$ cat src/hdl/bp_pkg.sv
package bp_pkg;

  // table geometry
  localparam int num_banks        = 4;
  localparam int bank_bits        = 2;
  localparam int entries_per_bank = 16;
  localparam int entry_bits       = 4;

  // pc bit positions for bank and entry slices
  localparam int bank_lsb  = 2;
  localparam int entry_lsb = bank_lsb + bank_bits;

  typedef logic [63:0]           pc_t;         // byte address
  typedef logic [31:0]           inst_t;       // instruction word
  typedef logic [5:0]            opcode_t;     // inst bits 31:26
  typedef logic [bank_bits-1:0]  bank_sel_t;
  typedef logic [entry_bits-1:0] entry_idx_t;
  typedef logic [1:0]            counter_t;    // 2-bit saturating counter

  localparam counter_t counter_reset = 2'b01;  // weakly not taken
  localparam counter_t counter_max   = 2'b11;
  localparam counter_t counter_min   = 2'b00;

  // conditional branches
  localparam opcode_t op_blbc = 6'h38;
  localparam opcode_t op_beq  = 6'h39;
  localparam opcode_t op_blt  = 6'h3a;
  localparam opcode_t op_ble  = 6'h3b;
  localparam opcode_t op_blbs = 6'h3c;
  localparam opcode_t op_bne  = 6'h3d;
  localparam opcode_t op_bge  = 6'h3e;
  localparam opcode_t op_bgt  = 6'h3f;

  // unconditional branches
  localparam opcode_t op_br      = 6'h30;
  localparam opcode_t op_bsr     = 6'h34;
  localparam opcode_t op_jsr_grp = 6'h1a;  // jmp, jsr, ret, jsr_co

  typedef struct packed {
    pc_t   pc;
    inst_t inst;
    logic  valid;
  } fetch_req_t;

  // resolved branch from the functional unit
  typedef struct packed {
    logic valid;
    pc_t  pc;
    logic taken;
    pc_t  target;
    logic is_cond;
    logic rollback;   // mispredict, redirect fetch to target
  } resolve_t;

  // write payload shared by all banks
  typedef struct packed {
    entry_idx_t idx;
    logic       taken;
    logic       is_cond;
    pc_t        target;
  } bank_update_t;

  typedef struct packed {
    logic hit;          // entry valid bit
    logic counter_msb;
    pc_t  target;
  } bank_resp_t;

  typedef struct packed {
    logic taken;
    pc_t  next_pc;
  } prediction_t;

endpackage

$ cat src/hdl/next_pc_select.sv
`timescale 1ns/1ps

module next_pc_select (
  input  bp_pkg::pc_t         fetch_pc,
  input  bp_pkg::bank_sel_t   lookup_bank,
  input  logic                is_cond,
  input  logic                is_uncond,
  input  bp_pkg::bank_resp_t  bank_resps [bp_pkg::num_banks],
  input  bp_pkg::resolve_t    resolve,
  output bp_pkg::prediction_t prediction
);

  bp_pkg::bank_resp_t sel_resp;
  bp_pkg::pc_t        fall_through;
  logic               predict_taken;
  logic               do_rollback;

  // response of the bank that owns this pc
  assign sel_resp = bank_resps[lookup_bank];

  assign fall_through = fetch_pc + 64'd4;

  // counter only matters for conditional branches
  assign predict_taken = sel_resp.hit &&
                         (is_uncond || (is_cond && sel_resp.counter_msb));

  assign do_rollback = resolve.valid && resolve.rollback;

  always_comb begin
    if (do_rollback) begin
      // redirect wins over whatever fetch is looking at
      prediction.taken   = 1'b1;
      prediction.next_pc = resolve.target;
    end else if (predict_taken) begin
      prediction.taken   = 1'b1;
      prediction.next_pc = sel_resp.target;
    end else begin
      prediction.taken   = 1'b0;
      prediction.next_pc = fall_through;
    end
  end

endmodule

$ cat config.mk
export PLATFORM = sky130hd
export DESIGN_NAME = next_pc_select
export DESIGN_NICKNAME = d
export VERILOG_FILES = /design/src/hdl/bp_pkg.sv /design/src/hdl/next_pc_select.sv
export SDC_FILE = /design/constraint.sdc
export NUM_CORES = 1
export LEC_CHECK = 0
export ABC_AREA = 1
export BUFFER_PORTS_ARGS = -buffer_cell sky130_fd_sc_hd__buf_4
export CAP_MARGIN = 20
export CORE_AREA = 2 2 205 207
export DETAILED_ROUTE_END_ITERATION = 6
export DIE_AREA = 0 0 207 209
export PLACE_DENSITY_LB_ADDON = 0.08
export REMOVE_ABC_BUFFERS = 1
export SLEW_MARGIN = 25
export SYNTH_ARGS = -nofsm -noshare
export SYNTH_HDL_FRONTEND = slang
export SYNTH_SLANG_ARGS = --single-unit
$ cat constraint.sdc
create_clock -name vclk -period 2.1
set_input_delay 0.42 -clock vclk [all_inputs]
set_output_delay 0.42 -clock vclk [all_outputs]
set_load 0.005 [all_outputs]
Word-level counts from Yosys, hierarchy flattened
Cells that the tools add are included.
{"block": "classes", "n_addsub": 1, "magnitude_cmp": 1, "muxes": 5, "bitwise": 1, "reduce_logical": 4}
{"operator": "66-bit binary-select mux with 2-bit select", "n": 1}
{"operator": "66-bit 2-to-1 mux", "n": 2}
{"operator": "65-bit 2-to-1 mux", "n": 2}
{"operator": "64-bit by 3-bit adder with 64-bit output, second input constant", "n": 1}
{"operator": "3-bit >= comparator, second input constant", "n": 1}
{"operator": "1-bit logical AND", "n": 3}
{"operator": "2-bit inverter with 3-bit output", "n": 1}
{"operator": "1-bit logical OR", "n": 1}
{"block": "word_totals", "register_bits": 0, "in_bits": 464, "output_inout_bits": 65, "elab_cells": 12}

Logic depth before layout (Yosys ltp)
{"block": "logic_depth", "depth_word": 9, "ltp_mapped": 11, "depth_no_buf": 11}

Worst setup path after synthesis
Ideal clock, no wire load.
{"block": "synth_path", "path_type": "input-to-output", "from": "input port fetch_pc[2]", "to": "output port prediction[54] (netlist name)", "arrival_ns": 1.575, "t_required_ns": 1.680, "path_slack_ns": 0.105, "stages": 9, "path_buffers": 0, "path_cell_list": "ha_1 nand2_1 nor2_2 nand2_2 nor2_4 nand2_1 o21bai_1 nand3_1 a21oi_1"}
{"element": "start: declaration", "line_no": "next_pc_select.sv:4", "source": "input bp_pkg::pc_t fetch_pc,"}
{"element": "end: declaration", "line_no": "next_pc_select.sv:10", "source": "output bp_pkg::prediction_t prediction"}

==> metrics.yaml <==
status: "finished with violations"
violations: "setup timing"
period_needed_ps: 2300
grt_overflow_total: 0
vias: 9621
core_area_um2: 41300
synth.distinct_cells: 29
clock_buffers: 0
avgRoutedWirePerCell_um: 18.2
finalPower_mw: 2.76
nFlopsAndLatches: 0
rsz0062_at_grt: "true"
fillCellCount: 4692
post-dp-hpwl_um: 33400
grt_pass1_vias: 9892
grt_use_total: 0.180
vias_per_cell: 4.25
yosysSeqAreaShare: 0
drc: 0
slew_violations: 0
grt_pass1_wl_um: 60400
postRouteAntennaNets: 0
dp_slack_ps: -445
postLayoutCoreUtil: 0.312
drt_iter0_markers: 369
p_per_area_nw_per_um2: 214
grt_max_degree: 44
drive_above_1_share: 0.564
fmax_mhz: 435
drv_cap: 0
area_delta_synth_final_pct: 158
synth_area_um2: 4990
antenna_found_initial: 3
crit_required_ps: 1680
finalSetupTns_ps: -7430
ir_drop_uv: 66.1
p_leak_nw: 6.00
yosys_warnings: 0
finalWirelength_um: 41200
die_w_um: 207
crit_arrival_ps: 1880
slew_headroom: 0.786
fp-row-count: 75
critPathCaptureType: "primary output"
cp_max_fo: 8
port_buffers: 463
fin_crit_sh: 1.09
die_area_um2: 43300
regArea_um2: 0
gp_congestion: 0.849
syn_inst: 1096
cp-start-kind: "input port"
fin_ws_ps: -198
fp.dieH_um: 209
hold_buffers: 0
hold_viol: 0
setup_viol: 64
hp-class: "in2out"
nets: 2189
crit_type: "in2out"
start_util: 0.121
worstMarginPinSlew_ps: 317
syn_area_per_cell_um2: 4.56
first_pass_iters: 5
ioPinCount: 529
## per-stage QoR
stage,hold slack [ps],instance area [um^2],instances
3_3_place_gp,1110,10400,2213
3_5_place_dp,1110,10400,2213
5_1_grt,1120,12900,2262
6_report,1100,12900,2263
2_1_floorplan,937,4690,1027
4_1_cts,1100,12400,2255
## power by group
part / total [mW] / switching (mW) / internal, mW
Clock: 0.000000103 / 0 / 0.000000103
Combinational: 2.76 / 1.23 / 1.53
Sequential: 0 / 0 / 0
## routing by layer
layer  up-vias  wire length [um]  track usage
li1       4927                 -            -
met1      4422             18200        0.231
met2       252             20900        0.332
met3        16              1760       0.0230
met4         4               306       0.0116
met5         -                32            0
## layout by cell type, fill, tap and decap left out, drive strengths merged
| master | count |
|---|---|
| nor2 | 293 |
| xnor2 | 17 |
| nand2 | 274 |
| a31oi | 4 |
| nand3 | 68 |
| ha | 1 |
| a21oi | 75 |
| a32oi | 2 |
| o22ai | 57 |
| o21bai | 13 |
| bufbuf | 1 |
| o21ai | 140 |
| nand3b | 2 |
| xor2 | 11 |
| nand4 | 6 |
| clkbuf | 1 |
| o211ai | 8 |
| buf | 693 |
| diode | 2 |
| a32o | 5 |
| inv | 51 |
## timing repair
item | in CTS | in global routing
gates cloned | 15 | 1
setup endpoints to repair | 64 | 65
buffers inserted | 31 | 9
gates resized for setup | 352 | 110
pin swaps | 104 | 73
## cell type report
class	instances	area [um^2]	share of cell area
repair buffers	695	6090	0.473
multi-input cells	976	5890	0.457
well taps	539	674	0.0523
inverters	51	228	0.0177
diodes	2	5.00	0.000388
## worst max-delay path, cell delays in order
cell and delay, ps:
buf_6 130, inv_4 90, o21ai_2 80, o21ai_4 200
nand2_8 170, inv_16 150, buf_12 120, buf_16 140
a21oi_1 90, a21oi_2 140, buf_4 120
## path summary, 6_finish.rpt
path                              to  slack, ps  cells after the start      startpoint
worst min-delay path   prediction[9]       1100                      4     resolve[11]
worst max-delay path  prediction[58]       -200                     11  lookup_bank[1]
## cell families (layout without fill, tap and decap cells)
logic type | count (synthesis) | in the layout | synth area share
buf+inv | 120 | 746 | 0.0992
xor+xnor | 28 | 28 | 0.0491
other cells | 0 | 2 | 0
fa+ha+maj | 1 | 1 | 0.00251
compound gates | 304 | 304 | 0.338
simple gates | 643 | 643 | 0.511
## synth_stat cells (all sizes together)
| cell type | n | area (um^2) |
|---|---|---|
| a21oi | 75 | 375 |
| a31oi | 4 | 25.0 |
| a32o | 5 | 50.1 |
| a32oi | 2 | 17.5 |
| buf | 29 | 153 |
| clkbuf | 40 | 151 |
| clkinv | 1 | 3.75 |
| ha | 1 | 12.5 |
| inv | 50 | 188 |
| nand2 | 274 | 1040 |
| nand3 | 68 | 340 |
| nand3b | 2 | 15.0 |
| nand4 | 6 | 37.5 |
| nor2 | 293 | 1120 |
| o211ai | 8 | 60.1 |
| o21ai | 140 | 704 |
| o21bai | 13 | 97.6 |
| o22ai | 57 | 357 |
| xnor2 | 17 | 149 |
| xor2 | 11 | 96.3 |
No activity file was read; power rests on OpenSTA's default activity.
