File: src/hdl/bp_pkg.sv
package bp_pkg;

  // table geometry
  localparam int num_banks        = 4;
  localparam int bank_bits        = 2;
  localparam int entries_per_bank = 16;
  localparam int entry_bits       = 4;

  // pc bit positions for bank and entry slices
  localparam int bank_lsb  = 2;
  localparam int entry_lsb = bank_lsb + bank_bits;

  typedef logic [63:0]           pc_t;         // byte address
  typedef logic [31:0]           inst_t;       // instruction word
  typedef logic [5:0]            opcode_t;     // inst bits 31:26
  typedef logic [bank_bits-1:0]  bank_sel_t;
  typedef logic [entry_bits-1:0] entry_idx_t;
  typedef logic [1:0]            counter_t;    // 2-bit saturating counter

  localparam counter_t counter_reset = 2'b01;  // weakly not taken
  localparam counter_t counter_max   = 2'b11;
  localparam counter_t counter_min   = 2'b00;

  // conditional branches
  localparam opcode_t op_blbc = 6'h38;
  localparam opcode_t op_beq  = 6'h39;
  localparam opcode_t op_blt  = 6'h3a;
  localparam opcode_t op_ble  = 6'h3b;
  localparam opcode_t op_blbs = 6'h3c;
  localparam opcode_t op_bne  = 6'h3d;
  localparam opcode_t op_bge  = 6'h3e;
  localparam opcode_t op_bgt  = 6'h3f;

  // unconditional branches
  localparam opcode_t op_br      = 6'h30;
  localparam opcode_t op_bsr     = 6'h34;
  localparam opcode_t op_jsr_grp = 6'h1a;  // jmp, jsr, ret, jsr_co

  typedef struct packed {
    pc_t   pc;
    inst_t inst;
    logic  valid;
  } fetch_req_t;

  // resolved branch from the functional unit
  typedef struct packed {
    logic valid;
    pc_t  pc;
    logic taken;
    pc_t  target;
    logic is_cond;
    logic rollback;   // mispredict, redirect fetch to target
  } resolve_t;

  // write payload shared by all banks
  typedef struct packed {
    entry_idx_t idx;
    logic       taken;
    logic       is_cond;
    pc_t        target;
  } bank_update_t;

  typedef struct packed {
    logic hit;          // entry valid bit
    logic counter_msb;
    pc_t  target;
  } bank_resp_t;

  typedef struct packed {
    logic taken;
    pc_t  next_pc;
  } prediction_t;

endpackage

File: src/hdl/predictor_bank.sv
`timescale 1ns/1ps

module predictor_bank (
  input  logic                 clock,
  input  logic                 reset,
  input  bp_pkg::entry_idx_t   lookup_idx,
  input  bp_pkg::bank_update_t update,
  input  logic                 update_en,
  output bp_pkg::bank_resp_t   resp
);

  // per-entry state
  bp_pkg::counter_t                    counters [bp_pkg::entries_per_bank];
  bp_pkg::pc_t                         targets  [bp_pkg::entries_per_bank];
  logic [bp_pkg::entries_per_bank-1:0] valids;

  bp_pkg::counter_t cur_count;
  bp_pkg::counter_t next_count;
  logic             write_counter;
  logic             write_target;

  // lookup is a plain combinational read, no bypass from the write port
  assign resp.hit         = valids[lookup_idx];
  assign resp.counter_msb = counters[lookup_idx][1];
  assign resp.target      = targets[lookup_idx];

  assign cur_count = counters[update.idx];

  // saturating step
  always_comb begin
    next_count = cur_count;
    if (update.taken) begin
      if (cur_count != bp_pkg::counter_max) begin
        next_count = cur_count + 2'd1;
      end
    end else begin
      if (cur_count != bp_pkg::counter_min) begin
        next_count = cur_count - 2'd1;
      end
    end
  end

  // only conditional resolves move the counter
  assign write_counter = update_en && update.is_cond;

  // any taken resolve installs the target
  assign write_target = update_en && update.taken;

  always_ff @(posedge clock) begin
    if (reset) begin
      counters <= '{default: bp_pkg::counter_reset};
    end else if (write_counter) begin
      counters[update.idx] <= next_count;
    end
  end

  always_ff @(posedge clock) begin
    if (reset) begin
      targets <= '{default: '0};
    end else if (write_target) begin
      targets[update.idx] <= update.target;
    end
  end

  always_ff @(posedge clock) begin
    if (reset) begin
      valids <= '0;   // nothing predicts taken until trained
    end else if (write_target) begin
      valids[update.idx] <= 1'b1;
    end
  end

endmodule

File: config.mk
export PLATFORM = sky130hd
export DESIGN_NAME = predictor_bank
export DESIGN_NICKNAME = d
export VERILOG_FILES = /design/src/hdl/bp_pkg.sv /design/src/hdl/predictor_bank.sv
export SDC_FILE = /design/constraint.sdc
export NUM_CORES = 2
export LEC_CHECK = 0
export ABC_AREA = 1
export BUFFER_PORTS_ARGS = -buffer_cell sky130_fd_sc_hd__buf_2
export CORE_MARGIN = 2
export CORE_UTILIZATION = 50
export CTS_BUF_LIST = sky130_fd_sc_hd__clkbuf_8
export DETAILED_ROUTE_END_ITERATION = 8
export PLACE_DENSITY = 0.69
export SYNTH_ARGS = -nofsm -noshare
export SYNTH_HDL_FRONTEND = slang
export SYNTH_SLANG_ARGS = --single-unit
export TNS_END_PERCENT = 1
File: constraint.sdc
create_clock -name clock -period 1.7 [get_ports clock]
set_input_delay 0.34 -clock clock [delete_from_list [all_inputs] [get_ports clock]]
set_output_delay 0.34 -clock clock [all_outputs]
set_load 0.01 [all_outputs]
## Word-level counts from Yosys, hierarchy flattened

Index checks and enable logic that the tools add are counted.

| word-level totals | value |
|---|---|
| logic and storage cells | 72 |
| bits of input ports | 77 |
| output and inout bits | 66 |
| flip-flop bits (word level) | 1072 |

| operators by class | value |
|---|---|
| equal/unequal tests | 1 |
| $add $sub $neg | 2 |
| bitwise operators | 3 |
| magnitude comparators | 6 |
| mux-type cells | 22 |
| reductions and logical operators | 5 |

Operators by type and width:

| operator | count |
|---|---|
| 1024-bit bitwise mux | 1 |
| 64-bit binary-select mux with 4-bit select | 1 |
| 64-bit demux with 4-bit select | 1 |
| 64-bit two-way mux | 3 |
| 32-bit bitwise mux | 1 |
| 2-bit binary-select mux with 4-bit select | 2 |
| 2-bit two-way mux | 8 |
| 16-bit bitwise OR | 1 |
| 5-bit greater-or-equal comparator (second input constant) | 2 |
| 4-bit by 5-bit < comparator with 1-bit output (second input constant) | 2 |
| 4-bit inverter with 5-bit output | 2 |
| 2-bit demux with 4-bit select | 1 |
| 5-bit by 1-bit < comparator with 1-bit output (second input constant) | 1 |
| 1-bit binary-select mux with 4-bit select | 1 |
| 1-bit demux with 4-bit select | 1 |
| 4-bit by 1-bit greater-or-equal comparator with 1-bit output (second input constant) | 1 |
| 1-bit logical AND | 4 |
| 2-bit by 1-bit adder with 2-bit output (second input constant) | 1 |
| 1-bit two-way mux | 2 |
| 2-bit inequality test (second input constant) | 1 |
| 2-bit nonzero test | 1 |
| 2-bit by 1-bit subtractor with 2-bit output (second input constant) | 1 |

## Depth between registers and ports, before layout

| depth | value |
|---|---|
| depth after elaboration | 8 |
| depth in mapped cells | 15 |
| depth with buffers taken out | 13 |

## Worst setup path after synthesis

No wires, ideal clock.

| timing | value |
|---|---|
| path type | input to output |
| from | input port lookup_idx[1] |
| to | output port resp[14] (netlist bit) |
| buffers on the path | 3 |
| arrival time | 1.598 ns |
| cell stages on the path | 7 |
| setup slack | -0.238 ns |
| data required time | 1.360 ns |
| cells stage by stage | buf_2 > clkbuf_1 > clkbuf_1 > o21ai_0 > a21oi_1 > o22ai_1 > o21ai_0 |

RTL lines:

| item | line | source |
|---|---|---|
| from (decl) | predictor_bank.sv:6 | `input bp_pkg::entry_idx_t lookup_idx,` |
| to (decl) | predictor_bank.sv:9 | `output bp_pkg::bank_resp_t resp` |

==> impl_metrics.tcl <==
set metrics [dict create \
    rr_worst_depth 10 \
    die_w_um 317 \
    grt_pass1_wl_um 257000 \
    cts_buffers 178 \
    hold_violations 0 \
    pre_cts_slack_ps -477 \
    wire_per_inst_um 20.3 \
    ys_types 22 \
    switchingPower_w 0.0149 \
    max-vdd-ir-drop_mv 0.868 \
    p_leak_nw 20.7 \
    final_cell_mix "a21oi_1, dfxtp_1, nand2_1, inv_1, nor2_1" \
    p_sw_share_pct 27.4 \
    path_clk_slew_ps 60 \
    nNetsFinal 6863 \
    io_pins 143 \
    fin_worst_skew_ps 22.1 \
    ys.flop_type "dfxtp_1" \
    io_buffers 142 \
    ys_warn_count 0 \
    cp_max_fo 2 \
    worstMarginPinSlew_ps 552 \
    synthArstFlopShare_pct 0 \
    grt_antenna_before_repair 4 \
    clock_latency_ps 890 \
    status "finished, violations left" \
    place_congestion 0.871 \
    hold_depth 5 \
    fin_crit_sh_pct 144 \
    cts_tree "done" \
    finalSetupTns_ps -39360 \
    rsz0062_at_grt "yes" \
    worst_ep_arrival_time_ps 2120 \
    dr.first_iter.drc_count 5611 \
    final_area_sq_mm 0.0581 \
    pwr_density_cell_mw_per_mm2 935 \
    seqPwrFrac_pct 46.9 \
    maxCapViolations 0 \
    violations "negative setup slack" \
    whs_ps 52.9 \
    end_kind "primary output" \
    start_util_pct 50.6 \
    synth_edf_count 0 \
    fp.dieH_um 317 \
    grt_overflow 0 \
    drv_slew 0 \
    drive_gt1_share_pct 13.9 \
    h-tree-depth 4 \
    seq_area_frac_synth_pct 43.8 \
    vias_per_cell 5.96 \
    placed_cells 7818 \
    drc 0 \
    dieArea_sq_mm 0.101 \
    row_count 114 \
    syn_inst 6781 \
    ys_ff_latch 1072 \
    syn_area_per_cell_sq_um 7.23 \
    fmax_mhz 407 \
    intPower_w 0.0394 \
    dp_hpwl_um 98200 \
    grt_usage_pct 32.1 \
    setup_violations 66 \
    grt_pass1_vias 44600 \
    max_slew_margin_pct 63.2 \
    ant_nets 0 \
    crit_type "flop to primary output" \
    vias 48800 \
    worstPathRequired_ps 1360 \
    clockBufferDepth 3 \
    post-route-min-period_ps 2460 \
    final_common_cell "a21oi_1" \
    grt_max_degree 106 \
    hold_class "input port to flop" \
    setup_ws_ps -756 \
    cts.sinks 1072 \
    share_comb_of_total_power_pct 10.7 \
    drt_pass1_iterations 5 \
    area_growth_pct 18.5 \
    core_area_sq_mm 0.0970 \
    wl_um 166000 \
    post-cts-setup-buffers 0 \
    root_buffer "clkbuf_8" \
    synth_area_sq_mm 0.0490 \
    finalNonFillerCells 8197 \
    synthesis.nets 6858 \
    placed_cell_area_sq_mm 0.0535 \
    power.share.clock_pct 42.4 \
    start_kind "flop" \
]
## logic make-up after synthesis
group,synth area share [%]
buffers and inverters,11.0
AOI/OAI and AO/OA,27.4
and+or+nand+nor,17.9
DFF,43.8
## layout make-up
cell class	count	area [sq um]
antenna	4	10.0
clock inverter	89	495
inverter	594	2260
sequential	1072	21500
clock buffer	222	3060
multi-input combinational	4333	22700
timing repair buffer	607	6560
fill	8799	38900
tap	1276	1600
## registers in the layout, summed over array words and instances, names as in the netlist
name      flops
valids       16
targets    1024
counters     32
## worst max-delay path, cell delays in order (launching register included)
cell	delay, ps
dfxtp_1	300
inv_1	60
a21oi_1	60
o21ai_1	100
nand2_1	70
o221ai_1	230
o21ai_2	110
buf_4	180
buf_6	120
## per-stage QoR
stage / utilization [%] / total power (W)
after floorplan: - / 0.0291
after global placement: 55.2 / 0.0314
after detailed placement: 55.2 / 0.0315
after CTS: 59.8 / 0.0544
after global routing: 59.9 / 0.0561
final: 59.9 / 0.0543
## final timing paths
| kind | end | slack, ps | startpoint |
|---|---|---|---|
| max | resp[0] | -760 | targets[384] |
| min | targets[764] | 50 | update[69] |
| max reg2reg | counters[22] | 230 | counters[11] |
| min reg2reg | valids[0] | 450 | valids[0] |
## routing by layer
metal  share of wire, %  up-vias  global-route usage, %
li1                   -    23200                      -
met1                 42    22900                   43.7
met2                 45     2280                   50.9
met3                9.1      434                   5.31
met5             0.0042        -                      0
met4                3.4        2                   12.5
## cells in the mapped netlist, types with 6 or more instances
| library cell | n | area [sq um] |
|---|---|---|
| dfxtp_1 | 1072 | 21500 |
| a211oi_2 | 54 | 676 |
| a211oi_1 | 458 | 3440 |
| nand3_1 | 158 | 791 |
| inv_1 | 586 | 2200 |
| nand2_1 | 946 | 3550 |
| o21ai_0 | 547 | 2740 |
| o221ai_1 | 116 | 1020 |
| nand4_1 | 321 | 2010 |
| buf_6 | 6 | 67.6 |
| nor2_1 | 619 | 2320 |
| buf_1 | 90 | 338 |
| inv_2 | 8 | 30.0 |
| clkbuf_1 | 537 | 2020 |
| buf_2 | 145 | 726 |
| a21oi_1 | 1088 | 5450 |
| o22ai_1 | 16 | 100 |
## timing repair
action / 4_1_cts / 5_1_grt
pin swaps: 22 / 17
hold endpoints to repair: 1024 / 0
hold buffers: 66 / 0
setup endpoints to repair: 66 / 82
resized for setup: 91 / 62
## power groups by stage
stage / clock, W / combinational, W / sequential, W
global placement: 0 / 0.00541 / 0.0260
global route: 0.0244 / 0.00620 / 0.0255
detailed placement: 0 / 0.00544 / 0.0260
CTS: 0.0233 / 0.00567 / 0.0255
floorplan: 0 / 0.00309 / 0.0260
finish: 0.0230 / 0.00582 / 0.0255
Note: power is estimated with default switching activity, not from simulation.
