--- config.mk ---
export PLATFORM = sky130hd
export DESIGN_NAME = branch_decode
export DESIGN_NICKNAME = d
export VERILOG_FILES = /design/src/hdl/bp_pkg.sv /design/src/hdl/branch_decode.sv
export SDC_FILE = /design/constraint.sdc
export NUM_CORES = 1
export LEC_CHECK = 0
export BUFFER_PORTS_ARGS = -buffer_cell sky130_fd_sc_hd__buf_2
export CAP_MARGIN = 30
export CORE_AREA = 2 2 121 123
export DETAILED_ROUTE_END_ITERATION = 7
export DIE_AREA = 0 0 123 125
export RECOVER_POWER = 25
export SYNTH_ARGS = -nofsm -noshare
export SYNTH_HDL_FRONTEND = slang
export SYNTH_SLANG_ARGS = --single-unit
--- constraint.sdc ---
create_clock -name vclk -period 0.8
set_input_delay 0.08 -clock vclk [all_inputs]
set_output_delay 0.08 -clock vclk [all_outputs]
set_load 0.01 [all_outputs]
--- src/hdl/bp_pkg.sv ---
package bp_pkg;

  // table geometry
  localparam int num_banks        = 4;
  localparam int bank_bits        = 2;
  localparam int entries_per_bank = 16;
  localparam int entry_bits       = 4;

  // pc bit positions for bank and entry slices
  localparam int bank_lsb  = 2;
  localparam int entry_lsb = bank_lsb + bank_bits;

  typedef logic [63:0]           pc_t;         // byte address
  typedef logic [31:0]           inst_t;       // instruction word
  typedef logic [5:0]            opcode_t;     // inst bits 31:26
  typedef logic [bank_bits-1:0]  bank_sel_t;
  typedef logic [entry_bits-1:0] entry_idx_t;
  typedef logic [1:0]            counter_t;    // 2-bit saturating counter

  localparam counter_t counter_reset = 2'b01;  // weakly not taken
  localparam counter_t counter_max   = 2'b11;
  localparam counter_t counter_min   = 2'b00;

  // conditional branches
  localparam opcode_t op_blbc = 6'h38;
  localparam opcode_t op_beq  = 6'h39;
  localparam opcode_t op_blt  = 6'h3a;
  localparam opcode_t op_ble  = 6'h3b;
  localparam opcode_t op_blbs = 6'h3c;
  localparam opcode_t op_bne  = 6'h3d;
  localparam opcode_t op_bge  = 6'h3e;
  localparam opcode_t op_bgt  = 6'h3f;

  // unconditional branches
  localparam opcode_t op_br      = 6'h30;
  localparam opcode_t op_bsr     = 6'h34;
  localparam opcode_t op_jsr_grp = 6'h1a;  // jmp, jsr, ret, jsr_co

  typedef struct packed {
    pc_t   pc;
    inst_t inst;
    logic  valid;
  } fetch_req_t;

  // resolved branch from the functional unit
  typedef struct packed {
    logic valid;
    pc_t  pc;
    logic taken;
    pc_t  target;
    logic is_cond;
    logic rollback;   // mispredict, redirect fetch to target
  } resolve_t;

  // write payload shared by all banks
  typedef struct packed {
    entry_idx_t idx;
    logic       taken;
    logic       is_cond;
    pc_t        target;
  } bank_update_t;

  typedef struct packed {
    logic hit;          // entry valid bit
    logic counter_msb;
    pc_t  target;
  } bank_resp_t;

  typedef struct packed {
    logic taken;
    pc_t  next_pc;
  } prediction_t;

endpackage

--- src/hdl/branch_decode.sv ---
`timescale 1ns/1ps

module branch_decode (
  input  bp_pkg::fetch_req_t           fetch_req,
  input  bp_pkg::resolve_t             resolve,
  output bp_pkg::entry_idx_t           lookup_idx,
  output bp_pkg::bank_sel_t            lookup_bank,
  output logic                         is_cond,
  output logic                         is_uncond,
  output bp_pkg::bank_update_t         update,
  output logic [bp_pkg::num_banks-1:0] update_en
);

  bp_pkg::opcode_t   opcode;
  bp_pkg::bank_sel_t resolve_bank;

  assign opcode = fetch_req.inst[31:26];

  // fetch side index, pc bits 7:4 pick the entry and 3:2 the bank
  assign lookup_idx  = fetch_req.pc[bp_pkg::entry_lsb +: bp_pkg::entry_bits];
  assign lookup_bank = fetch_req.pc[bp_pkg::bank_lsb +: bp_pkg::bank_bits];

  // branch class of the fetched instruction
  always_comb begin
    is_cond   = 1'b0;
    is_uncond = 1'b0;
    if (fetch_req.valid) begin
      case (opcode)
        bp_pkg::op_blbc,
        bp_pkg::op_beq,
        bp_pkg::op_blt,
        bp_pkg::op_ble,
        bp_pkg::op_blbs,
        bp_pkg::op_bne,
        bp_pkg::op_bge,
        bp_pkg::op_bgt: begin
          is_cond = 1'b1;
        end
        bp_pkg::op_br,
        bp_pkg::op_bsr,
        bp_pkg::op_jsr_grp: begin  // jsr group handled like br
          is_uncond = 1'b1;
        end
        default: begin
        end
      endcase
    end
  end

  // resolve side slices
  assign resolve_bank = resolve.pc[bp_pkg::bank_lsb +: bp_pkg::bank_bits];

  assign update.idx     = resolve.pc[bp_pkg::entry_lsb +: bp_pkg::entry_bits];
  assign update.taken   = resolve.taken;
  assign update.is_cond = resolve.is_cond;
  assign update.target  = resolve.target;

  // one-hot write enable, only the owning bank trains
  always_comb begin
    update_en = '0;
    if (resolve.valid) begin
      update_en[resolve_bank] = 1'b1;
    end
  end

endmodule

* Word level (Yosys, flattened, before mapping)
Cells that the tools add are included.
** Operators by class
- $lt $le $gt $ge :: 2
- Equality and inequality tests :: 11
- Multiplexer cells :: 7
- Reductions and logical operators :: 3
** Operator list (number)
- 6-bit == test (second input constant) :: 10
- 8-bit OR reduction :: 1
- 6-bit by 5-bit == test with 1-bit output (second input constant) :: 1
- 1-bit two-way mux :: 5
- 4-bit two-way mux :: 1
- 2-bit by 3-bit < comparator with 1-bit output (second input constant) :: 1
- 3-bit OR reduction :: 1
- 1-bit demux with 2-bit select :: 1
- 2-bit by 1-bit >= comparator with 1-bit output (second input constant) :: 1
- 1-bit logical AND :: 1
** Storage, ports and cells
- Register bits :: 0
- Input bits :: 229
- Output and inout port bits :: 82
- Logic and storage cells :: 23

* Longest topological paths before layout
Gate-level depths: netlist of run 1.
- Depth after elaboration :: 5
- Gate-level depth with buffers :: 2
- Gate-level depth less buffers :: 2

* Worst setup path after synthesis of run 1
OpenSTA, ideal clock, no wires.
- Path type :: input -> output
- Start point :: input port fetch_req[28] in the netlist's numbering
- End point :: output port is_uncond
- Data arrival time :: 0.746 ns
- Data required time :: 0.720 ns
- Slack :: -0.026 ns
- Stages on the path :: 2
- Buffers on the path :: 0
- Path through :: or3b_1 > a211oi_2
** Between the ends
- Word-level cells in the longest chain between the ends :: 4
- Elaborated cells between the ends (all ways) :: 6
- Those cells by class :: eq/ne (3); mux (2); reduce/logical (1)
** Ends and longest elaborated chain
- start: declaration :: line branch_decode.sv:4 : input bp_pkg::fetch_req_t fetch_req,
- 6-bit == test / 6-bit by 5-bit == test with 1-bit output (equally long branches) :: line branch_decode.sv:28 : case (opcode)
- 3-bit OR reduction * :: line branch_decode.sv:28
- 1-bit two-way mux * :: line branch_decode.sv:28
- 1-bit two-way mux * :: line branch_decode.sv:27 : if (fetch_req.valid) begin
- end: declaration :: line branch_decode.sv:9 : output logic is_uncond,
Mark *: on every way between the ends. The rest lies on a longest branch, timed or not.

* Worst setup path after layout of run 1
- Start point :: input port fetch_req[30] in the netlist's numbering
- End point :: output port is_uncond
The elaborated chain is that of the path after synthesis.

==> results of run 1 <==
==> final cells by class <==
type               count  area [µm²]  share of cell area
multi-input cells     11       76.32              0.1906
repair buffers        17       93.84              0.2344
well taps            184       230.2              0.5750
==> logic make-up (layout without fill, tap and decap cells) <==
group | Yosys count | in the layout
buf+inv | 76 | 17
simple gates | 10 | 10
compound gates | 1 | 1
==> cells in the mapped netlist <==
cell / number / share of area
nor2_1: 2 / 0.012
or3b_1: 1 / 0.014
buf_4: 76 / 0.89
and3_1: 1 / 0.0097
and3b_1: 1 / 0.014
nand2_1: 3 / 0.017
nor3b_1: 1 / 0.012
nand4bb_1: 1 / 0.017
a211oi_2: 1 / 0.019
==> metal layers <==
| metal | up-vias | wire (µm) | track usage |
|---|---|---|---|
| met2 | 66 | 718 | 0.03152 |
| met4 | 0 | 428 | 0.04479 |
| met3 | 54 | 874 | 0.03923 |
| met1 | 91 | 157 | 0.001927 |
| li1 | 75 | - | - |
| met5 | - | 0 | 0 |
==> worst max-delay path, stage by stage <==
cell and delay (ns):
buf_6 0.09, or3b_4 0.38, a211oi_2 0.17, buf_2 0.15
==> how the worst min path moves through the flow <==
stage                              from       endpoint  slack [ns]
after floorplan           fetch_req[27]      is_uncond        0.19
after global placement    fetch_req[40]  lookup_idx[3]        0.16
after detailed placement  fetch_req[40]  lookup_idx[3]        0.16
after CTS                 fetch_req[40]  lookup_idx[3]        0.16
after global routing         resolve[3]      update[1]        0.16
final                       resolve[16]     update[14]        0.16
==> repair_timing <==
| item | CTS | global route |
|---|---|---|
| pin swaps | 1 | 0 |
| endpoints found under the setup margin | 1 | 1 |
| gates cloned | 0 | 0 |
| hold buffers | 0 | 0 |
| resized for setup | 1 | 1 |
==> power breakdown <==
part | internal (W) | total [W] | switching (W)
combinational | 0.0000417 | 0.0000720 | 0.0000302
clock | 0 | 0 | 0
sequential | 0 | 0 | 0
==> per-stage QoR <==
stage	setup slack, ns	cells	power (W)	TNS, ns
after floorplan	0.008917	87	0.0004135	0
after global placement	-0.1613	212	0.00006511	-0.1613
final	-0.1527	212	0.00007197	-0.1527
after detailed placement	-0.1675	212	0.00006793	-0.1675
after global routing	-0.2144	212	0.00008127	-0.2144
after CTS	-0.1531	212	0.00007117	-0.1531
==> results.toml, run 1 <==
[status]
status = "complete, but fails checks"
violations = "negative setup slack"

[global_routing]
antenna_found_initial = 0
grt_use_total = 0.02402
grt_overflow_total = 0
grt_start_max_net_pins = 5
grt_pass1_wl_um = 2387
grt_pass1_vias = 289

[drt]
drt_iter0_drc = 4
drc = 0
ant_nets = 0
vias_per_cell = 1.349
vias = 286
routed_wl_um = 2178
drt-pass1-iter-count = 2
routedWlPerCell_um = 10.27

[layout]
utilization = 0.02819
areaGrowthSynthToFinish_pct = -37.86
seq_area_um2 = 0
drive_gt1_frac = 0.6786
final_common_cell = "buf_2"
final_cell_mix = "buf_2, nand2_1, nor2_1"
diodes = 0
postLayoutCellArea_um2 = 400.4
num-clock-buffers = 0
seq_cells = 0
nets = 259
fill_cells = 1714

[logic_synthesis]
synth_top_family_by_area = "buffers and inverters"
syn_area_per_cell_um2 = 7.407
seq_area_frac_synth = 0
synth-compound-area-share = 0.01942
synthXorXnorAreaFrac = 0
ys_warn_count = 0
yosys.area_share.adder = 0
synth_cell_types = 9
syn_area_um2 = 644.4
synth.area.mux_share = 0
synth_simple_gate_area_frac = 0.09515
syn_nets = 316
syn_inst = 87

[sta]
setup_viol = 1
worst_slew_pin_slew_ns = 0.1352
timing.hold.ws_ns = 0.1600
fin_ws_ns = -0.1527
slew_viol_final = 0
fin_crit_ns = 0.9527
fmax_mhz = 1050
slew_headroom = 0.9097
hold_viol = 0
rsz0062_at_grt = "true"
post-route-period-util = 1.191

[placement]
dpl_cell_area_um2 = 391.6
io_buffers = 16
dp_hpwl_um = 1946
gp_congestion = 0.4832

[floorplanning]
core_area_um2 = 14200
die_x_um = 123
ioPinCount = 311
fp.dieArea_um2 = 15380
start_util = 0.04537
num_rows = 44
die_h_um = 125

[job]
drv_cap = 0

[hold_path]
min_path_cells = 0
hp-class = "in2out"

[worst_setup_path]
worstSetupPathType = "in2out"
cp-start-kind = "primary input"
cp_max_fo = 2
arrival_ns = 0.87
end_kind = "primary output"
endpoint = "is_uncond"
cp-startpoint = "fetch_req[30]"
worstPathRequired_ns = 0.72

[power_and_ir_drop]
vdd_drop_max_mv = 0.03236
leakagePower_nw = 0.1081
p_per_area_nw_per_um2 = 179.7

[clock_tree]
cts_setup_buffers = 0
Power figures use the tool's default switching activity.
==> run 2, diff against run 1 <==
--- a/config.mk
+++ b/config.mk
@@ -7,9 +7,9 @@
 export LEC_CHECK = 0
 export BUFFER_PORTS_ARGS = -buffer_cell sky130_fd_sc_hd__buf_2
 export CAP_MARGIN = 30
-export CORE_AREA = 2 2 121 123
+export CORE_AREA = 2 2 119 121
 export DETAILED_ROUTE_END_ITERATION = 7
-export DIE_AREA = 0 0 123 125
+export DIE_AREA = 0 0 121 123
 export RECOVER_POWER = 25
 export SYNTH_ARGS = -nofsm -noshare
 export SYNTH_HDL_FRONTEND = slang
==> constraint.sdc (replaced) <==
create_clock -name vclk -period 1
set_input_delay 0.1 -clock vclk [all_inputs]
set_output_delay 0.1 -clock vclk [all_outputs]
set_load 0.01 [all_outputs]
==> run 2 against run 1 <==
  * The flow still finishes with violations (negative setup slack)
  * Critical path type unchanged
  * Setup slack improved by 0.14 ns
  * Routed wire length rose by 8.9%
  * Sequential cell count unchanged
  * Hold slack gained 0.040 ns
  * Clock-buffer cell count is the same
==> results.toml, run 2 (synthesis results as in run 1) <==
[status]
status = "complete, but fails checks"
violations = "negative setup slack"

[drt]
drt_iter0_drc = 1
vias_per_cell = 1.321
routedWlPerCell_um = 11.34
drc = 0
drt-pass1-iter-count = 2
ant_nets = 0
routed_wl_um = 2371
vias = 276

[layout]
drive_gt1_frac = 0.6897
final_common_cell = "buf_2"
final_cell_mix = "buf_2, nand2_1, buf_6"
diodes = 0
nets = 260
seq_cells = 0
areaGrowthSynthToFinish_pct = -35.92
instances_no_fill = 209
fill_cells = 1617
num-clock-buffers = 0
seq_area_um2 = 0

[floorplanning]
core_area_um2 = 13610
die_h_um = 123
num_rows = 43
start_util = 0.04734
fp.dieArea_um2 = 14880
die_x_um = 121
ioPinCount = 311

[global_routing]
grt_start_max_net_pins = 5
grt_pass1_wl_um = 2525
grt_use_total = 0.02675
grt_pass1_vias = 281
grt_overflow_total = 0
antenna_found_initial = 0

[placement]
dp_cells = 209
io_buffers = 16
dp_hpwl_um = 2127
gp_congestion = 0.4684

[worst_setup_path]
end_kind = "primary output"
worstPathRequired_ns = 0.90
worstSetupPathType = "in2out"
crit_slowest_cell = "or3b_4"
slowest_delay_ns = 0.39
cp_max_fo = 2
cp-start-kind = "primary input"
arrival_ns = 0.91
cp_cell_sequence = "buf_6 -> or3b_4 -> a211oi_2 -> buf_2"

[sta]
slew_viol_final = 0
slew_headroom = 0.9062
setup_viol = 1
hold_viol = 0
timing.hold.ws_ns = 0.2000
rsz0062_at_grt = "true"
fmax_mhz = 990.1
post-route-period-util = 1.010
worst_slew_pin_slew_ns = 0.1405
fin_crit_ns = 1.010
fin_ws_ns = -0.009951

[clock_tree]
hold_buffers = 0

[power_and_ir_drop]
leakagePower_nw = 0.1163
vdd_drop_max_mv = 0.02044
p_per_area_nw_per_um2 = 158.3

[job]
drv_cap = 0

[hold_path]
hp-class = "in2out"
-- run 2: changes by cell type in the layout (fill, tap and decap cells not counted) --
cell | before | now
buf_6 | 1 | 3
buf_2 | 15 | 14
-- run 2: metrics by stage --
| stage | area (µm²) | power, W | util | setup WS, ns | TNS, ns |
|---|---|---|---|---|---|
| 2_1_floorplan | 644.4 | 0.0003308 | - | 0.1340 | 0 |
| 3_3_place_gp | 394.1 | 0.00005613 | 0.02895 | -0.05822 | -0.05822 |
| 3_5_place_dp | 394.1 | 0.00005782 | 0.02895 | -0.08992 | -0.08992 |
| 4_1_cts | 402.9 | 0.00006230 | 0.02960 | -0.02064 | -0.02064 |
| 5_1_grt | 412.9 | 0.00007032 | 0.03033 | -0.02875 | -0.02875 |
| 6_report | 412.9 | 0.00006535 | 0.03033 | -0.009951 | -0.009951 |
-- run 2: path summary, 6_finish.rpt --
path / startpoint / end / slack [ns] / depth (start not counted)
max: fetch_req[30] / is_uncond / -0.01 / 4
min: resolve[34] / update[32] / 0.20 / 0
-- run 2: final cells by class --
cell class | instances | area (µm²) | area share
multi-input cells | 11 | 76.32 | 0.1848
repair buffers | 18 | 111.4 | 0.2697
well taps | 180 | 225.2 | 0.5455
-- run 2: where the power goes --
part | internal [W] | total [W] | switching (W)
clock network | 0 | 0 | 0
registers | 0 | 0 | 0
logic | 0.0000395 | 0.0000653 | 0.0000259
-- run 2: routing by layer --
layer  track usage  up-vias  part of all wire
met1      0.001389       78             0.051
met3       0.04474       56              0.39
met2       0.03968       65              0.39
met4       0.04360        0              0.17
li1              -       77                 -
met5             0        -                 0
-- run 2: repair_timing --
action / CTS / global route
buffers inserted: 0 / 0
gates resized for setup: 2 / 2
pin swaps: 2 / 1
endpoints found under the setup margin: 1 / 1
-- run 2: critical path, delay by kind of cell --
kind / cells / cell delay [ns]
simple gates: 1 / 0.39
buf+inv: 2 / 0.25
compound gates: 1 / 0.17
